==> src/logic/rv32_defs.svh <==
`ifndef RV32_DEFS_SVH
`define RV32_DEFS_SVH

// data word and register index widths
`define RV32_XLEN       32
`define RV32_REG_ADDR_W 5

// major opcodes handled by the datapath
`define RV32_OPCODE_OP     7'b0110011
`define RV32_OPCODE_OP_IMM 7'b0010011
`define RV32_OPCODE_LUI    7'b0110111
`define RV32_OPCODE_AUIPC  7'b0010111

// funct3 of the alu groups
`define RV32_FUNCT3_ADD_SUB 3'b000
`define RV32_FUNCT3_SLL     3'b001
`define RV32_FUNCT3_SLT     3'b010
`define RV32_FUNCT3_SLTU    3'b011
`define RV32_FUNCT3_XOR     3'b100
`define RV32_FUNCT3_SRL_SRA 3'b101
`define RV32_FUNCT3_OR      3'b110
`define RV32_FUNCT3_AND     3'b111

// alt selects sub and sra
`define RV32_FUNCT7_ZERO 7'b0000000
`define RV32_FUNCT7_ALT  7'b0100000

// alu operation codes
`define RV32_ALU_OP_ADD_SUB 4'd0
`define RV32_ALU_OP_SLL     4'd1
`define RV32_ALU_OP_SLT     4'd2
`define RV32_ALU_OP_SLTU    4'd3
`define RV32_ALU_OP_XOR     4'd4
`define RV32_ALU_OP_SRL_SRA 4'd5
`define RV32_ALU_OP_OR      4'd6
`define RV32_ALU_OP_AND     4'd7
// passes operand 2 through, used by lui
`define RV32_ALU_OP_SRC2    4'd8

`endif

==> src/logic/rv32_pkg.sv <==
`default_nettype none

`include "rv32_defs.svh"

package rv32_pkg;

    // one data word or a program counter
    typedef logic [`RV32_XLEN-1:0] word_t;

    typedef logic [`RV32_REG_ADDR_W-1:0] reg_addr_t;

    typedef logic [3:0] alu_op_t;

    // instruction fields
    typedef logic [6:0] opcode_t;
    typedef logic [2:0] funct3_t;
    typedef logic [6:0] funct7_t;

    typedef logic [4:0] shamt_t;

endpackage

`default_nettype wire

==> src/logic/rv32_ifs.sv <==
`timescale 1ns/1ps
`default_nettype none

// register file read ports, answered combinationally
interface rf_read_if;
    rv32_pkg::reg_addr_t rs1_addr;
    rv32_pkg::reg_addr_t rs2_addr;
    rv32_pkg::word_t     rs1_value;
    rv32_pkg::word_t     rs2_value;

    modport decode_mp (output rs1_addr, output rs2_addr, input rs1_value, input rs2_value);
    modport rf_mp (input rs1_addr, input rs2_addr, output rs1_value, output rs2_value);
endinterface

// decode stage register to execute
interface exec_if;
    logic                valid;
    logic                illegal;
    rv32_pkg::alu_op_t   alu_op;
    logic                alt;
    logic                src1_pc;
    logic                src2_imm;
    logic                writeback;
    rv32_pkg::reg_addr_t rd;
    rv32_pkg::word_t     pc;
    rv32_pkg::word_t     imm;
    rv32_pkg::word_t     rs1_value;
    rv32_pkg::word_t     rs2_value;

    modport decode_mp (
        output valid, illegal, alu_op, alt, src1_pc, src2_imm, writeback,
        output rd, pc, imm, rs1_value, rs2_value
    );
    modport exec_mp (
        input valid, illegal, alu_op, alt, src1_pc, src2_imm, writeback,
        input rd, pc, imm, rs1_value, rs2_value
    );
endinterface

// execute stage register to the result stage
interface wb_if;
    logic                valid;
    logic                illegal;
    logic                writeback;
    rv32_pkg::reg_addr_t rd;
    rv32_pkg::word_t     value;

    modport exec_mp (output valid, illegal, writeback, rd, value);
    modport result_mp (input valid, illegal, writeback, rd, value);
endinterface

`default_nettype wire

==> src/logic/rv32_decode.sv <==
`timescale 1ns/1ps
`default_nettype none

`include "rv32_defs.svh"

module rv32_decode (
    input  wire logic            clk,
    input  wire logic            reset_i,
    input  wire logic            instr_valid_i,
    input  wire rv32_pkg::word_t instr_i,
    input  wire rv32_pkg::word_t pc_i,
    rf_read_if.decode_mp         rf,
    exec_if.decode_mp            ex
);
    rv32_pkg::opcode_t   opcode;
    rv32_pkg::funct3_t   funct3;
    rv32_pkg::funct7_t   funct7;
    rv32_pkg::reg_addr_t rd;
    rv32_pkg::shamt_t    shamt;
    rv32_pkg::word_t     imm_i;
    rv32_pkg::word_t     imm_u;
    rv32_pkg::alu_op_t   funct3_op;

    logic                d_legal;
    logic                d_alt;
    logic                d_src1_pc;
    logic                d_src2_imm;
    rv32_pkg::alu_op_t   d_alu_op;
    rv32_pkg::word_t     d_imm;

    assign opcode = instr_i[6:0];
    assign rd     = instr_i[11:7];
    assign funct3 = instr_i[14:12];
    assign funct7 = instr_i[31:25];
    assign shamt  = instr_i[24:20];

    assign imm_i = {{20{instr_i[31]}}, instr_i[31:20]};
    assign imm_u = {instr_i[31:12], 12'b0};

    assign rf.rs1_addr = instr_i[19:15];
    assign rf.rs2_addr = instr_i[24:20];

    // alu code shared by the register and immediate groups
    always_comb begin
        funct3_op = `RV32_ALU_OP_ADD_SUB;
        case (funct3)
            `RV32_FUNCT3_ADD_SUB: funct3_op = `RV32_ALU_OP_ADD_SUB;
            `RV32_FUNCT3_SLL:     funct3_op = `RV32_ALU_OP_SLL;
            `RV32_FUNCT3_SLT:     funct3_op = `RV32_ALU_OP_SLT;
            `RV32_FUNCT3_SLTU:    funct3_op = `RV32_ALU_OP_SLTU;
            `RV32_FUNCT3_XOR:     funct3_op = `RV32_ALU_OP_XOR;
            `RV32_FUNCT3_SRL_SRA: funct3_op = `RV32_ALU_OP_SRL_SRA;
            `RV32_FUNCT3_OR:      funct3_op = `RV32_ALU_OP_OR;
            `RV32_FUNCT3_AND:     funct3_op = `RV32_ALU_OP_AND;
        endcase
    end

    always_comb begin
        d_legal    = 1'b0;
        d_alu_op   = `RV32_ALU_OP_ADD_SUB;
        d_alt      = 1'b0;
        d_src1_pc  = 1'b0;
        d_src2_imm = 1'b0;
        d_imm      = '0;
        case (opcode)
            `RV32_OPCODE_LUI: begin
                d_legal    = 1'b1;
                d_alu_op   = `RV32_ALU_OP_SRC2;
                d_src2_imm = 1'b1;
                d_imm      = imm_u;
            end
            `RV32_OPCODE_AUIPC: begin
                d_legal    = 1'b1;
                d_src1_pc  = 1'b1;
                d_src2_imm = 1'b1;
                d_imm      = imm_u;
            end
            `RV32_OPCODE_OP_IMM: begin
                d_legal    = 1'b1;
                d_alu_op   = funct3_op;
                d_src2_imm = 1'b1;
                d_imm      = imm_i;
                // shifts take a zero-extended shamt and constrain funct7
                if (funct3 == `RV32_FUNCT3_SLL) begin
                    d_imm   = rv32_pkg::word_t'(shamt);
                    d_legal = (funct7 == `RV32_FUNCT7_ZERO);
                end else if (funct3 == `RV32_FUNCT3_SRL_SRA) begin
                    d_imm   = rv32_pkg::word_t'(shamt);
                    d_alt   = (funct7 == `RV32_FUNCT7_ALT);
                    d_legal = (funct7 == `RV32_FUNCT7_ZERO) || (funct7 == `RV32_FUNCT7_ALT);
                end
            end
            `RV32_OPCODE_OP: begin
                d_alu_op = funct3_op;
                d_alt    = (funct7 == `RV32_FUNCT7_ALT);
                // alt only exists for sub and sra
                d_legal  = (funct7 == `RV32_FUNCT7_ZERO) ||
                           ((funct7 == `RV32_FUNCT7_ALT) &&
                            ((funct3 == `RV32_FUNCT3_ADD_SUB) ||
                             (funct3 == `RV32_FUNCT3_SRL_SRA)));
            end
            default: begin
                d_legal = 1'b0;
            end
        endcase
    end

    always_ff @(posedge clk) begin
        if (reset_i) begin
            ex.valid     <= 1'b0;
            ex.illegal   <= 1'b0;
            ex.writeback <= 1'b0;
            ex.alu_op    <= '0;
            ex.alt       <= 1'b0;
            ex.src1_pc   <= 1'b0;
            ex.src2_imm  <= 1'b0;
            ex.rd        <= '0;
            ex.pc        <= '0;
            ex.imm       <= '0;
            ex.rs1_value <= '0;
            ex.rs2_value <= '0;
        end else begin
            ex.valid     <= instr_valid_i;
            ex.illegal   <= instr_valid_i & ~d_legal;
            // every kept instruction writes a register
            ex.writeback <= instr_valid_i & d_legal;
            ex.alu_op    <= d_alu_op;
            ex.alt       <= d_alt;
            ex.src1_pc   <= d_src1_pc;
            ex.src2_imm  <= d_src2_imm;
            ex.rd        <= rd;
            ex.pc        <= pc_i;
            ex.imm       <= d_imm;
            ex.rs1_value <= rf.rs1_value;
            ex.rs2_value <= rf.rs2_value;
        end
    end

endmodule

`default_nettype wire

==> src/logic/rv32_execute.sv <==
`timescale 1ns/1ps
`default_nettype none

`include "rv32_defs.svh"

module rv32_execute (
    input  wire logic clk,
    input  wire logic reset_i,
    exec_if.exec_mp   ex,
    wb_if.exec_mp     wb
);
    rv32_pkg::word_t  op1;
    rv32_pkg::word_t  op2;
    rv32_pkg::shamt_t shamt;
    rv32_pkg::word_t  alu_result;

    assign op1   = ex.src1_pc ? ex.pc : ex.rs1_value;
    assign op2   = ex.src2_imm ? ex.imm : ex.rs2_value;
    assign shamt = op2[4:0];

    always_comb begin
        case (ex.alu_op)
            `RV32_ALU_OP_ADD_SUB: alu_result = ex.alt ? (op1 - op2) : (op1 + op2);
            `RV32_ALU_OP_SLL:     alu_result = op1 << shamt;
            `RV32_ALU_OP_SLT:     alu_result = rv32_pkg::word_t'($signed(op1) < $signed(op2));
            `RV32_ALU_OP_SLTU:    alu_result = rv32_pkg::word_t'(op1 < op2);
            `RV32_ALU_OP_XOR:     alu_result = op1 ^ op2;
            `RV32_ALU_OP_SRL_SRA: begin
                if (ex.alt) begin
                    alu_result = rv32_pkg::word_t'($signed(op1) >>> shamt);
                end else begin
                    alu_result = op1 >> shamt;
                end
            end
            `RV32_ALU_OP_OR:      alu_result = op1 | op2;
            `RV32_ALU_OP_AND:     alu_result = op1 & op2;
            `RV32_ALU_OP_SRC2:    alu_result = op2;
            default:              alu_result = '0;
        endcase
    end

    always_ff @(posedge clk) begin
        if (reset_i) begin
            wb.valid     <= 1'b0;
            wb.illegal   <= 1'b0;
            wb.writeback <= 1'b0;
            wb.rd        <= '0;
            wb.value     <= '0;
        end else begin
            wb.valid     <= ex.valid;
            wb.illegal   <= ex.illegal;
            wb.writeback <= ex.writeback;
            wb.rd        <= ex.rd;
            wb.value     <= alu_result;
        end
    end

endmodule

`default_nettype wire

==> src/logic/rv32_result.sv <==
`timescale 1ns/1ps
`default_nettype none

module rv32_result (
    input  wire logic           clk,
    input  wire logic           reset_i,
    rf_read_if.rf_mp            rf,
    wb_if.result_mp             wb,
    output logic                result_valid_o,
    output logic                result_illegal_o,
    output rv32_pkg::reg_addr_t result_rd_o,
    output rv32_pkg::word_t     result_value_o
);
    // x0 has no storage
    rv32_pkg::word_t regs [1:31];
    logic            write_en;

    assign write_en = wb.valid & ~wb.illegal & wb.writeback & (wb.rd != '0);

    // write-through so a reader two issues behind sees the value
    function automatic rv32_pkg::word_t read_reg(input rv32_pkg::reg_addr_t addr);
        rv32_pkg::word_t value;
        if (addr == '0) begin
            value = '0;
        end else if (write_en && (addr == wb.rd)) begin
            value = wb.value;
        end else begin
            value = regs[addr];
        end
        return value;
    endfunction

    // reads follow the stored registers and the write port, not only the addresses
    always_comb begin
        rf.rs1_value = read_reg(rf.rs1_addr);
        rf.rs2_value = read_reg(rf.rs2_addr);
    end

    always_ff @(posedge clk) begin
        if (reset_i) begin
            for (int i = 1; i < 32; i++) begin
                regs[i] <= '0;
            end
            result_valid_o   <= 1'b0;
            result_illegal_o <= 1'b0;
            result_rd_o      <= '0;
            result_value_o   <= '0;
        end else begin
            if (write_en) begin
                regs[wb.rd] <= wb.value;
            end
            // writes to x0 are still reported
            result_valid_o   <= wb.valid;
            result_illegal_o <= wb.illegal;
            result_rd_o      <= wb.rd;
            result_value_o   <= wb.value;
        end
    end

endmodule

`default_nettype wire

==> src/logic/rv32_core.sv <==
`timescale 1ns/1ps
`default_nettype none

`include "rv32_defs.svh"

module rv32_core (
    input  wire logic                        clk,
    input  wire logic                        reset_i,
    input  wire logic                        instr_valid_i,
    input  wire logic [`RV32_XLEN-1:0]       instr_i,
    input  wire logic [`RV32_XLEN-1:0]       pc_i,
    output logic                             result_valid_o,
    output logic                             result_illegal_o,
    output logic [`RV32_REG_ADDR_W-1:0]      result_rd_o,
    output logic [`RV32_XLEN-1:0]            result_value_o
);
    rf_read_if rf_bus ();
    exec_if    exec_bus ();
    wb_if      wb_bus ();

    // decode also drives the register file read addresses
    rv32_decode u_decode (
        .clk           (clk),
        .reset_i       (reset_i),
        .instr_valid_i (instr_valid_i),
        .instr_i       (instr_i),
        .pc_i          (pc_i),
        .rf            (rf_bus.decode_mp),
        .ex            (exec_bus.decode_mp)
    );

    rv32_execute u_execute (
        .clk     (clk),
        .reset_i (reset_i),
        .ex      (exec_bus.exec_mp),
        .wb      (wb_bus.exec_mp)
    );

    // owns the register file
    rv32_result u_result (
        .clk              (clk),
        .reset_i          (reset_i),
        .rf               (rf_bus.rf_mp),
        .wb               (wb_bus.result_mp),
        .result_valid_o   (result_valid_o),
        .result_illegal_o (result_illegal_o),
        .result_rd_o      (result_rd_o),
        .result_value_o   (result_value_o)
    );

endmodule

`default_nettype wire

==> config.mk <==
export PLATFORM = sky130hd
export DESIGN_NAME = rv32_core
export DESIGN_NICKNAME = d
export VERILOG_FILES = /design/src/logic/rv32_pkg.sv /design/src/logic/rv32_ifs.sv /design/src/logic/rv32_decode.sv /design/src/logic/rv32_execute.sv /design/src/logic/rv32_result.sv /design/src/logic/rv32_core.sv
export VERILOG_INCLUDE_DIRS = /design/src /design/src/logic
export SDC_FILE = /design/constraint.sdc
export NUM_CORES = 2
export LEC_CHECK = 0
export BUFFER_PORTS_ARGS = -buffer_cell sky130_fd_sc_hd__buf_2
export CAP_MARGIN = 20
export CORE_UTILIZATION = 45
export CTS_CLUSTER_DIAMETER = 120
export DETAILED_ROUTE_END_ITERATION = 10
export HOLD_SLACK_MARGIN = 0.06
export PLACE_DENSITY_LB_ADDON = 0.3
export SYNTH_ARGS = -nofsm -noshare
export SYNTH_HDL_FRONTEND = slang
export SYNTH_HIERARCHICAL = 1
export SYNTH_SLANG_ARGS = --single-unit
export TNS_END_PERCENT = 30
==> constraint.sdc <==
create_clock -name clk -period 4.8 [get_ports clk]
set_input_delay 0 -clock clk [delete_from_list [all_inputs] [get_ports clk]]
set_output_delay 0 -clock clk [all_outputs]
set_load 0.01 [all_outputs]
Word level (Yosys, flattened, before mapping)
Memory sizes are Yosys's and may differ from the RTL's. A register that Yosys moved wholly into a read port is not among the register bits. Cells that the tools add are included.

Memories kept: 2. Logic and storage cells: 94. Register bits: 158. Output and inout port bits: 39. Bits in read-only memories: 24. Input bits: 67. Memory bits (writable): 992.

Memories: u_result.regs (depth 31, bits a word 32, read ports 2, clocked after Yosys merged registers in 2, write ports 31, line rv32_result.sv:15) `rv32_pkg::word_t regs [1:31];`; (no name shown) (depth 8, bits a word 3, read ports 1, clocked after Yosys merged registers in 0, write ports 0, line rv32_decode.sv:46) `case (funct3)`.

$add $sub $neg: 2. Bitwise gates (word level): 10. Muxes and demuxes: 25. Order comparisons: 2. Shift-type cells: 3. Reductions and logical operators: 16. Equality and inequality tests: 15.

Operators with widths (count): $pmux W32 S9 (1); $mux W32 (7); $lt A32 B32 Y1 (2); $pmux W32 S2 (1); $add A32 B32 Y32 (1); $and A32 B32 Y32 (1); $or A32 B32 Y32 (1); $reduce_or A32 Y1 (1); $shl A32 B5 Y32 (1); $shr A32 B5 Y32 (1); $sshr A32 B5 Y32 (1); $sub A32 B32 Y32 (1); $xor A32 B32 Y32 (1); $eq A7 B6 Y1 const B (3); $eq A4 B3 Y1 const B (4); $eq A7 B5 Y1 const B (2); $mux W1 (12); $logic_not A5 Y1 (2); $eq A4 B2 Y1 const B (2); $pmux W4 S2 (1); $reduce_or A2 Y1 (4); $logic_not A7 Y1 (1); $and A1 B1 Y1 (5); $mux W5 (1); other kinds (13) (16).

Longest topological paths before layout
Word-level depth: 9. Mapped depth: 17. Depth with buffers taken out: 14.

Cells and area by module
Netlist, hierarchy kept.

Modules (own cells, without submodules): rv32_result (area an instance 56276.5 um2, cells each 3919, instances 1, sequential area each 31530.2 um2); rv32_execute (area an instance 10239.8 um2, cells each 1480, instances 1, sequential area each 800.8 um2); rv32_decode (area an instance 4221.5 um2, cells each 358, instances 1, sequential area each 2862.7 um2).

Worst setup path before layout
OpenSTA, ideal clock, no wires.

Path kind: reg2reg. From: register u_decode.ex.src2_imm. To: register u_execute.wb.value[29]. Period minus slack after synthesis: 4275 ps. Setup slack: 525 ps. Required time: 4667 ps. Arrival time: 4141 ps. Cell stages (with the launch flop): 15. Cells stage by stage: dfxtp_1 buf_4 buf_1 mux2i_1 clkbuf_1 clkbuf_1 ha_1 or4_1 a211oi_2 a211oi_2 o32ai_2 inv_1 nor4_1 or4_1 o211ai_1.

Cells in the longest elaborated chain, start to end: 4. Elaborated cells between the ends (all ways): 12.

Ends and longest elaborated chain: start, declared (line rv32_ifs.sv:31) `output valid, illegal, alu_op, alt, src1_pc, src2_imm, writeback,`; start signal, assigned (line rv32_decode.sv:130) `ex.src2_imm <= d_src2_imm;`; $mux W32 * (line rv32_execute.sv:18) `assign op2 = ex.src2_imm ? ex.imm : ex.rs2_value;`; $add A32 B32 Y32 (tied with other cells) (line rv32_execute.sv:23) `` `RV32_ALU_OP_ADD_SUB: alu_result = ex.alt ? (op1 - op2) : (op1 + op2); ``; $mux W32 (on tied branches) (line rv32_execute.sv:23, rv32_execute.sv:29); $pmux W32 S9 * (line rv32_execute.sv:22) `case (ex.alu_op)`; end signal, assigned (line rv32_execute.sv:54) `wb.value <= alu_result;`; end, declared (line rv32_ifs.sv:48) `modport exec_mp (output valid, illegal, writeback, rd, value);`.

Every way passes the cells marked *; elsewhere a longest branch is shown, timed or not. A chain may end at the register's enable or synchronous reset.

Worst setup path after layout
From: register u_decode.ex.src1_pc. To: register u_execute.wb.value[26].

Cells in the longest elaborated chain, start to end: 4. Elaborated cells between the ends (all ways): 12.

Ends and longest elaborated chain: start, declared (line rv32_ifs.sv:31); start signal, assigned (line rv32_decode.sv:129) `ex.src1_pc <= d_src1_pc;`; $mux W32 * (line rv32_execute.sv:17) `assign op1 = ex.src1_pc ? ex.pc : ex.rs1_value;`; $add A32 B32 Y32 (tied with other cells) (line rv32_execute.sv:23); $mux W32 (on tied branches) (line rv32_execute.sv:23, rv32_execute.sv:29); $pmux W32 S9 * (line rv32_execute.sv:22).

Marks and branches as above.

==> impl_results.md <==
* Post-synth EDFFs at 1024
* First-pass GRT wire length at 391000 µm
* Fin Clk Skew at 33.5 ps
* VDD IR-drop max at 368 µV
* Overall power at 27.5 mW
* Final WS setup at 166 ps
* HPWL after detailed placement at 177000 µm
* Hold slack final at 125 ps
* Max Clock Freq at 216 MHz
* Filler Cell Count at 13.3k
* Starting density of the core at 0.453
* Vias at 53.6k
* Vias in the first global route at 52.1k
* DRC violations left at 0
* Clock Latency Late Sink at 810 ps
* Unrepaired setup endpoints after global routing: false
* Die ar. at 159000 µm²
* Layout Nets at 5998
* Clock sinks at 1246
* Critical Path RT at 5460 ps
* Total negative slack at 0 ps
* Endpoints failing setup at 0
* Share of cells above drive strength 1 at 0.189
* Final ANT Viol Nets at 0
* Dpl ws at 274 ps
* Core box area at 156000 µm²
* I/O Pins at 106
* Main synth FF type: edfxtp_1
* Yosys warns at 6
* Htree depth at 4
* Clock Tree Root: clkbuf_16
* Clock buffer depth at 3
* IO buf count at 105
* Unique cell type count in the Yosys netlist at 93
* Vias/cell at 6.68
* Yosys reg bits at 1246
* Worst-Margin Slew at 1210 ps
* Largest net degree at the start of global routing at 145
* Row Count at 145
* Maxcap violations at 0
* Cell Area, Synth at 70700 µm²
* WL final at 281000 µm
* Leak pwr at 29.8 nW
* Ys async rst share at 0
* Iter 0 DRT Violations at 8119
* Worst hold path type: in -> reg
* Die X at 398 µm
* Initial antenna violation count at 39
* Global route overflow at 0
* Slew Limit Headroom at 0.193
* Global Route Usage Sum at 0.350
* Worst Path Arrival at 5290 ps
* CP endpoint kind: flip-flop
* CP max FO at 18
* Seq/Total Area, Yosys at 0.498
* Final Cycle Share at 0.966
* Post-CTS Hold Buffers at 143
* Chip height at 398 µm
* Routed WL per cell at 35.0 µm
* Avg Synthesized Cell Area at 12.3 µm²
* Mapped Cells at 5757
* Inserted Clock Buffers at 141
* Final Hold Viols at 0
* Area growth from synthesis to final layout at 12.9%
* Power per Cell Area at 344 nW/µm²
* Critical path class: reg -> reg
* 1st-pass router iterations at 8
* Fin crit period at 4630 ps
* Pins Over Slew Limit at 0
* Worst setup SP type: flip-flop
* Setup Buffers After CTS at 0
* CTS tree: done
* Clock transition at the registers of the reported paths at 60 ps
* RePlAce Congestion at 1.01
* CTS resizes at 0
* Status: complete, no violations
==> report_power, final <==
group | leakage (nW) | internal [mW] | switching (mW) | total, mW
sequential | 12.4 | 12.1 | 0.346 | 12.5
clock | 2.14 | 5.81 | 4.63 | 10.4
combinational | 15.3 | 1.59 | 2.97 | 4.56
==> cells in the mapped netlist, types with 12 or more instances <==
library cell,number,area share
o221ai_1,78,0.0097
a21oi_2,20,0.0025
o21ai_1,17,0.0012
o22ai_1,46,0.0041
buf_6,13,0.0021
clkbuf_1,401,0.021
nor2b_1,166,0.015
buf_4,44,0.0047
nor2_1,256,0.014
ha_1,98,0.017
nand2_1,256,0.014
nor3_1,38,0.0027
or2_2,36,0.0032
edfxtp_1,1024,0.43
o211ai_1,51,0.0054
mux2i_1,390,0.055
buf_1,20,0.0011
a221o_1,53,0.0075
and2_1,1016,0.090
a32o_1,38,0.0054
dfxtp_1,222,0.063
a221oi_1,58,0.0072
a22oi_1,57,0.0060
nand3_1,73,0.0052
a32oi_1,13,0.0016
mux2_2,80,0.013
or3_1,17,0.0015
xor2_1,12,0.0015
a211oi_1,32,0.0034
xnor2_1,20,0.0025
inv_1,101,0.0054
o21ai_0,126,0.0089
a21oi_1,167,0.012
a21o_1,24,0.0025
a31oi_1,30,0.0027
buf_2,79,0.0056
mux4_2,393,0.13
==> path summary, 6_finish.rpt <==
check	to	start	slack [ps]	cells past startpoint
hold / removal	u_decode/ex.alu_op[3]$_SDFF_PP0_	instr_i[5]	120	3
setup / recovery	u_execute/wb.value[26]$_SDFF_PP0_	u_decode/ex.src1_pc$_SDFF_PP0_	170	11
hold reg to reg	u_execute/wb.writeback$_SDFF_PP0_	u_decode/ex.writeback$_SDFF_PP0_	440	1
setup reg to reg	u_execute/wb.value[26]$_SDFF_PP0_	u_decode/ex.src1_pc$_SDFF_PP0_	170	11
==> worst max-delay path, stage by stage, from the launching register on <==
cell	delay, ps
dfxtp_2	700
buf_4	450
mux2_2	460
inv_1	80
ha_1	340
nor4_1	940
o2111ai_1	500
a21boi_0	300
nor4b_1	80
a311oi_1	310
mux2i_1	210
o21ai_1	80
==> sequential cells by signal, indices dropped and copies added, names as in the netlist, 4 cells and up <==
signal	cells
u_result/regs	1024
u_decode/ex.imm	32
u_decode/ex.pc	32
u_decode/ex.rs1_value	32
u_decode/ex.rs2_value	32
u_execute/wb.value	32
u_result/result_value_o	32
u_decode/ex.rd	5
u_execute/wb.rd	5
u_result/result_rd_o	5
u_decode/ex.alu_op	4
==> per-stage QoR <==
| step | utilization | instance area, µm² | instances |
|---|---|---|---|
| 2_1_floorplan | - | 70900 | 5788 |
| 3_3_place_gp | 0.473 | 73900 | 7600 |
| 3_5_place_dp | 0.473 | 73900 | 7601 |
| 4_1_cts | 0.510 | 79700 | 7999 |
| 5_1_grt | 0.511 | 79800 | 8002 |
| 6_report | 0.511 | 79800 | 8029 |
==> per-layer routing <==
| metal | wire length [µm] | part of all wire | vias up | global-route usage |
|---|---|---|---|---|
| li1 | - | - | 21700 | - |
| met1 | 101000 | 0.36 | 26700 | 0.446 |
| met2 | 125000 | 0.45 | 4177 | 0.534 |
| met3 | 36600 | 0.13 | 977 | 0.102 |
| met4 | 17300 | 0.062 | 16 | 0.195 |
| met5 | 104 | 0.00037 | - | 0 |
==> layout by cell type (no fill, tap or decap), types with 28 or more instances in the layout <==
master         count
a221o_1           53
edfxtp_1        1024
nor3_1            35
a31oi_1           30
or2_2             36
mux2_2            80
a211oi_1          32
o221ai_1          78
buf_12            36
o211ai_1          51
and2_1          1015
nand2_1          256
o21ai_0          126
clkbuf_16        144
clkbuf_1          35
a221oi_1          58
buf_4            170
o22ai_1           46
nor2_1           223
a32o_1            38
nor2_4            32
conb_1            32
diode_2           28
buf_2             99
nor2b_1          163
a21oi_1          166
ha_1              98
inv_1            100
a22oi_1           57
nand3_1           73
mux4_2           393
mux2i_1          388
dfxtp_1          216
dlygate4sd3_1    143
==> layout make-up <==
cell class                      count  area (µm²)  area share
Tap cell                         2058        2570      0.0322
Antenna cell                       28        70.1    0.000878
Clock inverter                     70         562     0.00704
Clock buffer                      185        3820      0.0478
Timing Repair Buffer              457        4070      0.0510
Inverter                          106         400     0.00501
Sequential cell                  1246       35200       0.441
Multi-Input combinational cell   3879       33100       0.415
==> logic make-up (layout without fill, tap and decap cells) <==
logic type | after synthesis | after routing | synth area share
compound gates | 921 | 921 | 0.0941
fa+ha+maj | 100 | 100 | 0.0179
buf+inv | 663 | 818 | 0.0403
simple gates | 1924 | 1924 | 0.152
xor+xnor | 32 | 32 | 0.00396
other cells | 1 | 60 | 0.0000530
flops | 1246 | 1246 | 0.498
mux | 870 | 870 | 0.195
Power figures use the tool's default switching activity.
